**src/hdl/regfile_config.svh**
```systemverilog
/*
 * register file configuration
 * word width, register count and the read mode used when a read
 * and the write hit the same address in the same cycle
 */

`ifndef REGFILE_CONFIG_SVH
`define REGFILE_CONFIG_SVH

// data word width in bits
`define REGFILE_WIDTH 16

// number of registers in the file
`define REGFILE_ELS 16

// 1 gives write-then-read on a same-address collision
`define REGFILE_RW_SAME_ADDR 1

`endif

```
**src/hdl/regfile_pkg.sv**
```systemverilog
/*
 * register file package
 * vector types for data, register index and immediate,
 * and the operation codes of the execution unit
 */

`include "regfile_config.svh"

package regfile_pkg;

   // a single register still needs one address bit
   localparam int addr_w = (`REGFILE_ELS > 1) ? $clog2(`REGFILE_ELS) : 1;

   typedef logic [`REGFILE_WIDTH-1:0] data_t;
   typedef logic [addr_w-1:0]         addr_t;

   // immediate is full width so op_ldi can set any value
   typedef logic [`REGFILE_WIDTH-1:0] imm_t;

   // operation codes carried by the command strobe
   typedef enum logic [2:0]
   {
      op_add = 3'd0,
      op_sub = 3'd1,
      op_and = 3'd2,
      op_xor = 3'd3,
      op_ldi = 3'd4
   } alu_op_t;

endpackage

```
**src/hdl/mem_port_if.sv**
```systemverilog
/*
 * register file port bundle
 * one write port and two synchronous read ports between the
 * execution stage and the RAM
 */

`timescale 1ns/1ns

interface mem_port_if;

   import regfile_pkg::*;

   // write port
   logic  w_v;
   addr_t w_addr;
   data_t w_data;

   // read port 0
   logic  r0_v;
   addr_t r0_addr;
   data_t r0_data;

   // read port 1
   logic  r1_v;
   addr_t r1_addr;
   data_t r1_data;

   // execution side drives requests and write data
   modport exec
   (
      output w_v, w_addr, w_data,
      output r0_v, r0_addr,
      output r1_v, r1_addr,
      input  r0_data, r1_data
   );

   // memory side answers with read data
   modport mem
   (
      input  w_v, w_addr, w_data,
      input  r0_v, r0_addr,
      input  r1_v, r1_addr,
      output r0_data, r1_data
   );

endinterface

```
**src/hdl/mem_2r1w_sync_synth.sv**
```systemverilog
/*
 * two-read one-write synchronous RAM storage
 * word array with registered read ports, optional forwarding of
 * the write data to a read of the same address
 */

`timescale 1ns/1ns

`include "regfile_config.svh"

module mem_2r1w_sync_synth
#(
   parameter int rw_same_addr_p = 0
)
(
   input logic    clk_i,
   input logic    rst_i,
   mem_port_if.mem mem
);

   import regfile_pkg::*;

   data_t ram_r [`REGFILE_ELS];
   data_t r0_data_r;
   data_t r1_data_r;
   logic  wr_en;

   // no stray write may land while reset is held
   assign wr_en = mem.w_v & ~rst_i;

   // word seen by a read issued at this edge
   function automatic data_t read_word(input addr_t addr);
      if ((rw_same_addr_p != 0) && wr_en && (addr == mem.w_addr))
      begin
         return mem.w_data;
      end
      return ram_r[addr];
   endfunction

   always_ff @(posedge clk_i)
   begin
      if (wr_en)
      begin
         ram_r[mem.w_addr] <= mem.w_data;
      end
   end

   // read data holds until the next valid read on the same port
   always_ff @(posedge clk_i)
   begin
      if (mem.r0_v)
      begin
         r0_data_r <= read_word(mem.r0_addr);
      end
      if (mem.r1_v)
      begin
         r1_data_r <= read_word(mem.r1_addr);
      end
   end

   assign mem.r0_data = r0_data_r;
   assign mem.r1_data = r1_data_r;

endmodule

```
**src/hdl/mem_2r1w_sync.sv**
```systemverilog
/*
 * two-read one-write synchronous RAM
 * memory block of the register file, keeps the port definition
 * apart from the storage so a hardened array can take its place
 */

`timescale 1ns/1ns

`include "regfile_config.svh"

module mem_2r1w_sync
(
   input logic     clk_i,
   input logic     rst_i,
   mem_port_if.mem mem
);

   // same-address read mode taken from the configuration
   localparam int rw_same_addr_lp = `REGFILE_RW_SAME_ADDR;

   // reads are synchronous, data follows the sampling edge
   // a colliding read returns the new word when forwarding is on
   mem_2r1w_sync_synth
   #(
      .rw_same_addr_p (rw_same_addr_lp)
   )
   synth
   (
      .clk_i (clk_i),
      .rst_i (rst_i),
      .mem   (mem)
   );

endmodule

```
**src/hdl/alu_exec.sv**
```systemverilog
/*
 * register file execution stage
 * issues source reads on the command strobe, computes the result
 * one cycle later, writes it back and registers it to the output
 */

`timescale 1ns/1ns

module alu_exec
(
   input  logic                 clk_i,
   input  logic                 rst_i,

   input  logic                 cmd_v_i,
   input  regfile_pkg::alu_op_t cmd_op_i,
   input  regfile_pkg::addr_t   cmd_rs0_i,
   input  regfile_pkg::addr_t   cmd_rs1_i,
   input  regfile_pkg::addr_t   cmd_rd_i,
   input  regfile_pkg::imm_t    cmd_imm_i,

   mem_port_if.exec             mem,

   output logic                 res_v_o,
   output regfile_pkg::addr_t   res_rd_o,
   output regfile_pkg::data_t   res_data_o
);

   import regfile_pkg::*;

   // stage 1 command state
   logic    s1_v_r;
   alu_op_t s1_op_r;
   addr_t   s1_rd_r;
   imm_t    s1_imm_r;

   // result of the stage 1 command
   data_t   result;

   // output register
   logic    res_v_r;
   addr_t   res_rd_r;
   data_t   res_data_r;

   // load immediate needs no source operands
   logic    need_rd;

   assign need_rd = cmd_v_i && (cmd_op_i != op_ldi);

   // source reads go out in the strobe cycle
   assign mem.r0_v    = need_rd;
   assign mem.r0_addr = cmd_rs0_i;
   assign mem.r1_v    = need_rd;
   assign mem.r1_addr = cmd_rs1_i;

   always_ff @(posedge clk_i)
   begin
      if (rst_i)
      begin
         s1_v_r <= 1'b0;
      end
      else
      begin
         s1_v_r <= cmd_v_i;
      end
   end

   always_ff @(posedge clk_i)
   begin
      if (cmd_v_i)
      begin
         s1_op_r  <= cmd_op_i;
         s1_rd_r  <= cmd_rd_i;
         s1_imm_r <= cmd_imm_i;
      end
   end

   // arithmetic wraps at the word width
   always_comb
   begin
      case (s1_op_r)
         op_add:  result = mem.r0_data + mem.r1_data;
         op_sub:  result = mem.r0_data - mem.r1_data;
         op_and:  result = mem.r0_data & mem.r1_data;
         op_xor:  result = mem.r0_data ^ mem.r1_data;
         op_ldi:  result = s1_imm_r;
         default: result = '0;
      endcase
   end

   // write back in stage 1, the next command can read it at the same edge
   assign mem.w_v    = s1_v_r;
   assign mem.w_addr = s1_rd_r;
   assign mem.w_data = result;

   always_ff @(posedge clk_i)
   begin
      if (rst_i)
      begin
         res_v_r <= 1'b0;
      end
      else
      begin
         res_v_r <= s1_v_r;
      end
   end

   always_ff @(posedge clk_i)
   begin
      if (s1_v_r)
      begin
         res_rd_r   <= s1_rd_r;
         res_data_r <= result;
      end
   end

   assign res_v_o    = res_v_r;
   assign res_rd_o   = res_rd_r;
   assign res_data_o = res_data_r;

endmodule

```
**src/hdl/regfile_alu_top.sv**
```systemverilog
/*
 * register file execution unit
 * accepts one command per cycle, reads two registers, writes the
 * result back and reports it two cycles after the strobe
 */

`timescale 1ns/1ns

module regfile_alu_top
(
   input  logic                 clk_i,
   input  logic                 rst_i,

   // command strobe, fields valid only with cmd_v_i
   input  logic                 cmd_v_i,
   input  regfile_pkg::alu_op_t cmd_op_i,
   input  regfile_pkg::addr_t   cmd_rs0_i,
   input  regfile_pkg::addr_t   cmd_rs1_i,
   input  regfile_pkg::addr_t   cmd_rd_i,
   input  regfile_pkg::imm_t    cmd_imm_i,

   // single-cycle result strobe
   output logic                 res_v_o,
   output regfile_pkg::addr_t   res_rd_o,
   output regfile_pkg::data_t   res_data_o
);

   mem_port_if mem_if ();

   alu_exec u_exec
   (
      .clk_i      (clk_i),
      .rst_i      (rst_i),
      .cmd_v_i    (cmd_v_i),
      .cmd_op_i   (cmd_op_i),
      .cmd_rs0_i  (cmd_rs0_i),
      .cmd_rs1_i  (cmd_rs1_i),
      .cmd_rd_i   (cmd_rd_i),
      .cmd_imm_i  (cmd_imm_i),
      .mem        (mem_if.exec),
      .res_v_o    (res_v_o),
      .res_rd_o   (res_rd_o),
      .res_data_o (res_data_o)
   );

   // register storage, write-then-read on collisions
   mem_2r1w_sync u_mem
   (
      .clk_i (clk_i),
      .rst_i (rst_i),
      .mem   (mem_if.mem)
   );

endmodule

```
**config.mk**
```make
export PLATFORM = sky130hd
export DESIGN_NAME = regfile_alu_top
export DESIGN_NICKNAME = d
export VERILOG_FILES = /design/src/hdl/regfile_pkg.sv /design/src/hdl/mem_port_if.sv /design/src/hdl/mem_2r1w_sync_synth.sv /design/src/hdl/mem_2r1w_sync.sv /design/src/hdl/alu_exec.sv /design/src/hdl/regfile_alu_top.sv
export VERILOG_INCLUDE_DIRS = /design/src /design/src/hdl
export SDC_FILE = /design/constraint.sdc
export NUM_CORES = 1
export LEC_CHECK = 0
export ABC_AREA = 1
export BUFFER_PORTS_ARGS = -buffer_cell sky130_fd_sc_hd__buf_4
export CAP_MARGIN = 20
export CORE_ASPECT_RATIO = 0.6
export CORE_MARGIN = 10
export CORE_UTILIZATION = 63
export CTS_CLUSTER_DIAMETER = 150
export DETAILED_ROUTE_END_ITERATION = 6
export PLACE_DENSITY_LB_ADDON = 0.05
export SLEW_MARGIN = 20
export SYNTH_ARGS = -nofsm -noshare
export SYNTH_HDL_FRONTEND = slang
export SYNTH_SLANG_ARGS = --single-unit
export TNS_END_PERCENT = 5
```
**constraint.sdc**
```tcl
create_clock -name clk_i -period 3.5 [get_ports clk_i]
set_input_delay 0.35 -clock clk_i [delete_from_list [all_inputs] [get_ports clk_i]]
set_output_delay 0.35 -clock clk_i [all_outputs]
set_load 0.02 [all_outputs]
```
# Word-level counts from Yosys, hierarchy flattened

Memory sizes are Yosys's and may differ from the RTL's. A register that Yosys moved wholly into a read port is not among the register bits.
Cells that the tools add are included.

$add $sub $neg: 2
Eq/ne operators: 5
Reduce and logical (&&, ||, !) cells: 2
Bitwise operators: 4
Multiplexer cells: 3

Operators by type and width:

| operator                                                              | count |
|---|---|
| 16-bit one-hot mux with 5 select lines                                | 1 |
| 16-bit adder                                                          | 1 |
| 16-bit AND                                                            | 1 |
| 16-bit subtractor                                                     | 1 |
| 16-bit XOR                                                            | 1 |
| 3-bit by 2-bit equality test with 1-bit output, second input constant | 2 |
| 3-bit by 1-bit equality test with 1-bit output, second input constant | 1 |
| 3-bit equality test, second input constant                            | 1 |
| 3-bit zero test                                                       | 1 |
| 3-bit inequality test, second input constant                          | 1 |
| 1-bit 2-to-1 mux                                                      | 2 |
| 1-bit AND                                                             | 1 |
| 1-bit logical AND                                                     | 1 |
| 1-bit NOT                                                             | 1 |

Bits in writable memories: 256
Output and inout bits: 21
Memories: 1
Register bits after elaboration: 45
Logic and storage cells: 24
Input port bits: 34

Memory list:

| name              | words | width | rd ports | clocked after Yosys merged registers in | write ports | RTL line                  | RTL |
|---|---|---|---|---|---|---|---|
| u_mem.synth.ram_r | 16    | 16    | 2        | 2                                       | 1           | mem_2r1w_sync_synth.sv:23 | `` data_t ram_r [`REGFILE_ELS]; `` |

# Depth between registers and ports, before layout

Gate-level depths: netlist of run 1.

Depth in word-level cells: 4
Gate-level depth with buffers: 23
Mapped depth without buffers: 23

# Modules after synthesis

A second synthesis of run 1 with hierarchy kept.

Cell total of the unflattened synthesis: 2,179
Area, all modules: 18,433.9 µm²

Modules (own cells, without submodules):

| module              | seq. area each (µm²) | times used | cells an instance | area an instance (µm²) |
|---|---|---|---|---|
| mem_2r1w_sync_synth | 8,648.3              | 1          | 1,802             | 15,217.1 |
| alu_exec            | 1,331.3              | 1          | 377               | 3,216.8 |

# Worst setup path before layout of run 1

No wires, ideal clock.

Path kind: flip-flop to flip-flop
Start point: register u_mem.synth.mem.r1_data[0] (netlist name)
End point: register u_mem.synth.r0_data_r[15], in the netlist u_mem.synth.mem.r0_data[15] (read register of u_mem.synth.ram_r), data pin
Arrival: 2.709 ns
Path buffers: 0
Path slack: 0.536 ns
Cell stages (with the launch flop): 22
Library setup time: 0.254 ns
Required time: 3.246 ns
Clock period less this slack: 2.964 ns
Cells stage by stage: edfxtp_1 > inv_1 > ha_1 > inv_1 > nor3_1 > nand2_1 > nor3_1 > nand2_1 > nand2_1 > xor2_1 > inv_1 > ha_1 > a21oi_1 > nand2_1 > nand2_1 > nand2_1 > a21oi_1 > nand3_1 > nand3_1 > nand2_1 > nand2_1 > nand2_1

RTL lines:

| item             | RTL line                  | RTL |
|---|---|---|
| end: declaration | mem_2r1w_sync_synth.sv:24 | `data_t r0_data_r;` |

# Worst setup path after layout of run 1

Start point: register u_exec.s1_op_r[2]
End point: memory u_mem.synth.ram_r[3][7] (netlist bit), data pin

Cells in the longest elaborated chain, start to end: 2
Elaborated cells on any way between the ends: 6
Classes of those cells: 4 x eq/ne; 1 x mux; 1 x reduce/logical

Ends and longest elaborated chain:

| item                                              | RTL line                  | RTL |
|---|---|---|
| start: declaration                                | alu_exec.sv:32            | `alu_op_t s1_op_r;` |
| start signal: assignment                          | alu_exec.sv:71            | `s1_op_r <= cmd_op_i;` |
| 3-bit equality test, or another cell as far along | alu_exec.sv:80            | `case (s1_op_r)` |
| 16-bit one-hot mux with 5 select lines *          | alu_exec.sv:80            |  |
| net mem_if.w_data[7]                              | mem_port_if.sv:16         | `data_t w_data;` |
| end: declaration                                  | mem_2r1w_sync_synth.sv:23 |  |

The timed path passes the listed nets; every way through them passes the cells marked *.

==> results_dict.tcl, run 1 <==
set metrics [dict create \
    outcome "finished, final reports clean" \
    yosysSeqAreaShare_pct 58.6 \
    drcViolationCount 0 \
    cts_tree "built" \
    fin_ws_ns 0.188 \
    yosysWarnings 0 \
    io_buffers 54 \
    hp-class "in -> reg" \
    synth-edff-count 331 \
    htree_levels 1 \
    synth.avg_cell_area_um2 9.86 \
    reg2reg_depth 15 \
    viasPerCell 6.39 \
    grt_max_degree 213 \
    dpl.hpwl_mm 30.1 \
    clock_skew_ns 0.0153 \
    ff2ff_setup_slack_ns 0.19 \
    area_growth_pct 11.9 \
    final_common_cell "edfxtp_1" \
    cts_num_sinks 333 \
    cp_common_cell "nand2_1" \
    worstHoldStart "cmd_v_i" \
    worst_slew_pin_slew_ns 0.926 \
    drtIter0Drc 1944 \
    hold_end "u_exec.s1_imm_r[5]" \
    dp.cells 2082 \
    fin_crit_ns 3.31 \
    end_kind "flop" \
    crit-reg2reg-launch "u_exec.s1_op_r[2]" \
    routedWlPerCell_um 23.8 \
    ys_types 42 \
    cp_slowest_cell "edfxtp_1" \
    dieWidth_um 232 \
    p_leak_nw 7.17 \
    grt_usage_pct 29.4 \
    fmax_mhz 302 \
    synth_ff_type "edfxtp_1" \
    insertion_delay_ns 0.58 \
    slew_headroom_pct 38.2 \
    tns_ns 0 \
    finalHoldViolCount 0 \
    finalMaxSlewViolations 0 \
    clk_pin_slew_ns 0.08 \
    regToRegEndpoint "u_mem.synth.ram_r[3][7]" \
    ys_async_sr_fraction_pct 0 \
    synth-seq-cells 333 \
    mostFrequentLayoutCells "edfxtp_1 (331), nand2_1 (230), o21ai_0 (221)" \
    synth_cells 1728 \
    grt_pass1_vias 12900 \
    grt_overflow 0 \
    drt_wl_total_mm 51.3 \
    p_per_area_nw_per_um2 493 \
    fin_util_pct 71.9 \
    start_kind "flop" \
    synth_area_leader_cell "edfxtp_1" \
    hold_path_depth 1 \
    grt_pass1_wl_mm 76.8 \
    numCtsBuffers 30 \
    gp_congestion 0.972 \
    syn_nets 1795 \
    die_area_um2 34200 \
    drt_first_pass_iters 6 \
    vias 13800 \
    path_cells "inv_2, nand3_1, inv_2, or2_1, xnor2_1, inv_1, ha_1, nand2_1, nor2_1, nand2_1, nand2_1, nand2_1, nand3_1, nand4_1, buf_4" \
    row_count 46 \
    setup_viol 0 \
    ioPinCount 55 \
    clk_path_buf_depth 3 \
    stdcell_count 2160 \
    die_h_um 147 \
    synth_top_area_share_pct 58.4 \
    cts_setup_buffers 0 \
    hold_ws_ns 0.209 \
    rsz0062_at_grt "no" \
    finalNetCount 1846 \
    cap_violations 0 \
    root_buffer "clkbuf_16" \
    peakVddDrop_v 0.000345 \
    core-area_um2 26500 \
    antenna_found_initial 0 \
    path_class "reg -> reg" \
    max_stage_delay_ns 0.48 \
    cp.arrival_ns 3.63 \
    drive_gt1_share_pct 10.7 \
    syn_area_um2 17000 \
    pre_cts_ws_ns 0.220 \
    cp_max_fo 11 \
    start_util_pct 64.2 \
    required_ns 3.82 \
    postRouteAntennaNets 0 \
    post-route-period-util_pct 94.6 \
    synth_area_leaders "edfxtp_1 (58%), o21ai_0 (6.5%), nand2_1 (5.1%)" \
]
synth_stat cells, types with 8 or more instances:
| cell | count |
|---|---|
| o211ai_1 | 113 |
| edfxtp_1 | 331 |
| o21a_1 | 8 |
| xnor2_1 | 9 |
| inv_1 | 152 |
| a31oi_1 | 8 |
| clkbuf_1 | 52 |
| a21oi_1 | 153 |
| ha_1 | 32 |
| nand2_1 | 230 |
| xor2_1 | 8 |
| inv_2 | 8 |
| o21ai_0 | 221 |
| nor2_1 | 129 |
| o21ai_1 | 50 |
| buf_2 | 52 |
| nand3_1 | 118 |
critical path, delay by kind of cell (launching register included):
family                   cells  cell delay, ns
XOR/XNOR                     1            0.11
adder cells (fa/ha/maj)      1            0.34
buffers and inverters        4            0.69
flip-flops                   1            0.48
AND/OR/NAND/NOR              9            1.43
power by group:
part | internal [mW] | switching [mW]
logic | 0.471 | 1.01
clock network | 1.71 | 1.47
registers | 4.67 | 0.0769
area by class of cell:
| class | count | area [µm²] |
|---|---|---|
| flip-flops and latches | 333 | 9980 |
| fillers | 1974 | 7470 |
| multi-input cells | 1120 | 5990 |
| repair buffers | 132 | 1120 |
| clock buffers | 34 | 766 |
| inverters | 162 | 611 |
| well taps | 360 | 450 |
| clock inverters | 18 | 150 |
| diodes | 1 | 2.50 |
logic make-up after synthesis:
group	share of synthesized area [%]
flip-flops	58.6
buffers and inverters	6.65
adder cells (fa/ha/maj)	2.47
AND/OR/NAND/NOR	12.3
AO/OA/AOI/OAI	18.9
XOR/XNOR	1.07
how the worst max path moves through the flow:
stage	from	endpoint	depth (start not counted)
5_1_grt	u_exec.s1_op_r[2]	u_mem.synth.ram_r[3][7]	15
6_report	u_exec.s1_op_r[2]	u_mem.synth.ram_r[3][7]	15
3_5_place_dp	u_mem.synth.mem.r1_data[0]	u_mem.synth.ram_r[9][11]	18
2_1_floorplan	u_mem.synth.mem.r1_data[0]	u_mem.synth.mem.r0_data[15]	21
4_1_cts	u_mem.synth.mem.r1_data[0]	u_exec.res_data_o[11]	18
3_3_place_gp	u_mem.synth.mem.r1_data[0]	u_mem.synth.ram_r[9][11]	18
what timing repair did:
action,in CTS,in global routing
hold endpoints to repair,25,0
hold buffers,24,0
setup endpoints to repair,0,75
gates resized for setup,0,4
through the flow:
stage          instance area, µm²  power [mW]
2_1_floorplan               17000        5.72
3_3_place_gp                17900        6.22
3_5_place_dp                17900        6.24
4_1_cts                     19000        9.39
5_1_grt                     19100        9.74
6_report                    19100        9.41
routing by layer:
metal	up-vias	part of all wire (%)	GRT usage (%)
met5	-	0	0
met4	0	3.6	10.9
met3	145	12	7.45
met2	887	43	43.1
met1	6490	41	41.4
li1	6278	-	-
flip-flops by register name, indices dropped and copies added (netlist names):
register and count:
u_mem.synth.mem.r1_data 16, u_exec.res_rd_o 4, u_exec.res_data_o 16, u_exec.mem.w_v 1, u_mem.synth.mem.r0_data 16, u_exec.s1_op_r 3
u_exec.res_v_o 1, u_mem.synth.ram_r 256, u_exec.mem.w_addr 4, u_exec.s1_imm_r 16
Note: power is estimated with default switching activity, not from simulation.
==> run 2: changes to the inputs <==
Settings changed: ABC_CLOCK_PERIOD_IN_PS from default to 3500, PLACE_DENSITY from default to 0.81, PLACE_DENSITY_LB_ADDON 0.05 to default.
==> run 2 against run 1 <==
Compared with the run above:
- combinational power grew 5%
- cell count grew 0.19%
- global-route usage grew 0.67 points
- largest power group unchanged
==> results_dict.tcl, run 2 (same netlist as run 1, synthesis figures left out) <==
set metrics [dict create \
    outcome "finished, final reports clean" \
    clk_path_buf_depth 3 \
    regMostFlops "u_mem.synth.ram_r" \
    multiInputGateArea_um2 6010 \
    placed_cell_area_um2 17900 \
    ioPinCount 55 \
    tns_ns 0 \
    insertion_delay_ns 0.58 \
    crit-reg2reg-launch "u_mem.synth.mem.r1_data[0]" \
    antenna_found_initial 0 \
    gp_congestion 0.950 \
    path_class "reg -> reg" \
    cp.arrival_ns 3.64 \
    dp.cells 2080 \
    switchingPower_mw 2.66 \
    clock_skew_ns 0.0160 \
    clk_pin_slew_ns 0.07 \
    finalHoldViolCount 0 \
    grt_pass1_vias 13600 \
    swShare_pct 26.9 \
    power_frac_seq_pct 47.9 \
    report.power.total_mw 9.89 \
    drt_wl_total_mm 52.7 \
    power_frac_clock_pct 36.3 \
    htree_levels 1 \
    fill_cells 1823 \
    hold_path_depth 1 \
    grt_usage_pct 30.0 \
    fin_crit_ns 3.31 \
    finalNetCount 1847 \
    grt_pass1_wl_mm 79.5 \
    root_buffer "clkbuf_16" \
    dieWidth_um 232 \
    cp_max_fo 17 \
    cp_common_cell "nand2_1" \
    grt_overflow 0 \
    end_kind "flop" \
    required_ns 3.83 \
    slew_headroom_pct 45.6 \
    reg2reg_depth 19 \
    die_h_um 147 \
    cp_slowest_cell "edfxtp_1" \
    fin_util_pct 72.7 \
    pwr-share-comb_pct 15.8 \
    postLayoutCellArea_um2 19300 \
    cts_tree "built" \
    mostFrequentLayoutCells "edfxtp_1 (331), nand2_1 (230), o21ai_0 (220)" \
    finalMaxSlewViolations 0 \
    grt_max_degree 149 \
    row_count 46 \
    p_leak_nw 7.25 \
    intPower_mw 7.23 \
    ff2ff_setup_slack_ns 0.19 \
    path_cells "inv_1, ha_1, inv_1, nor3_4, nand2_1, nor3_1, buf_4, nand2_1, o21ai_1, xor2_1, ha_1, nand2_1, nand2_1, o21bai_1, nor2_1, nand3_1, nand3_1, nand2_1, buf_12" \
    cts_num_sinks 333 \
    max_stage_delay_ns 0.42 \
    io_buffers 54 \
    peakVddDrop_v 0.000431 \
    post-route-period-util_pct 94.6 \
    worstHoldStart "cmd_v_i" \
    seqCellArea_um2 9980 \
    start_kind "flop" \
    viasPerCell 6.66 \
    cap_violations 0 \
    vias 14400 \
    numCtsBuffers 30 \
    drt_first_pass_iters 6 \
    routedWlPerCell_um 24.4 \
    drtIter0Drc 2643 \
    die_area_um2 34200 \
    diodes 0 \
    hp-class "in -> reg" \
    dpl.hpwl_mm 31.3 \
    drive_gt1_share_pct 11.3 \
    area_growth_pct 13.2 \
    postRouteAntennaNets 0 \
    core-area_um2 26500 \
    worst_slew_pin_slew_ns 0.815 \
    p_per_area_nw_per_um2 513 \
    hold_end "u_exec.s1_op_r[1]" \
    regToRegEndpoint "u_mem.synth.ram_r[14][13]" \
    largest_reg_flops 256 \
    stdcell_count 2164 \
    fmax_mhz 302 \
    drcViolationCount 0 \
    final_common_cell "edfxtp_1" \
    setup_viol 0 \
    start_util_pct 64.2 \
]
## run 2: cell types whose count changed in the layout (fill, tap and decap cells not counted), moves of 2 or more
cell,before,now
buf_4,102,99
nor3_2,4,2
bufinv_16,2,6
buf_12,3,7
clkinvlp_4,1,5
clkinv_1,7,3
## run 2: cell type report
class | count | area share, %
clock buffers | 34 | 4.08
repair buffers | 133 | 6.09
inverters | 162 | 3.17
multi-input cells | 1120 | 31.2
clock inverters | 22 | 1.42
flip-flops and latches | 333 | 51.7
well taps | 360 | 2.34
## run 2: how the worst max path moves through the flow
| stage | start | to | slack [ns] | cells after the start |
|---|---|---|---|---|
| floorplan | u_mem.synth.mem.r1_data[0] | u_mem.synth.mem.r0_data[15] | 0.54 | 21 |
| global placement | u_mem.synth.mem.r1_data[0] | u_mem.synth.ram_r[1][15] | 0.26 | 20 |
| detailed placement | u_mem.synth.mem.r1_data[0] | u_mem.synth.ram_r[1][15] | 0.07 | 22 |
| CTS | u_mem.synth.mem.r1_data[0] | u_mem.synth.ram_r[1][15] | 0.03 | 22 |
| global route | u_mem.synth.mem.r1_data[0] | u_mem.synth.ram_r[0][15] | -0.01 | 20 |
| finish | u_mem.synth.mem.r1_data[0] | u_mem.synth.ram_r[14][13] | 0.19 | 19 |
## run 2: repair_timing
item                       4_1_cts  5_1_grt
resized for setup                0        8
setup buffers                    0        3
hold endpoints to repair        25        0
setup endpoints to repair        0      132
hold buffers                    24        0
## run 2: power groups by stage
stage	clock, mW	combinational (mW)	sequential, mW
3_5_place_dp	0	1.46	4.82
3_3_place_gp	0	1.42	4.82
6_report	3.59	1.56	4.74
4_1_cts	3.59	1.49	4.74
2_1_floorplan	0	0.894	4.83
5_1_grt	3.76	1.70	4.74
## run 2: worst max-delay path, delay by kind of cell (launching register included)
kind	cells	cell delay, ns
and+or+nand+nor	10	1.14
AOI/OAI and AO/OA	2	0.35
adders and majority gates	2	0.46
buffers and inverters	4	0.51
xor gates and xnor gates	1	0.17
DFF	1	0.42
## run 2: layer usage
metal | part of all wire (%) | vias up | track usage (%)
met3 | 15 | 221 | 7.51
met4 | 4.1 | 0 | 11.6
met5 | 0 | - | 0
met1 | 38 | 6688 | 42.4
met2 | 43 | 1205 | 43.9
li1 | - | 6288 | -
## run 2: per-stage QoR
stage	worst slack [ns]	hold WS (ns)
floorplan	0.536	0.422
global placement	0.264	0.495
detailed placement	0.0736	0.529
CTS	0.0256	0.215
global route	-0.0148	0.227
finish	0.188	0.230
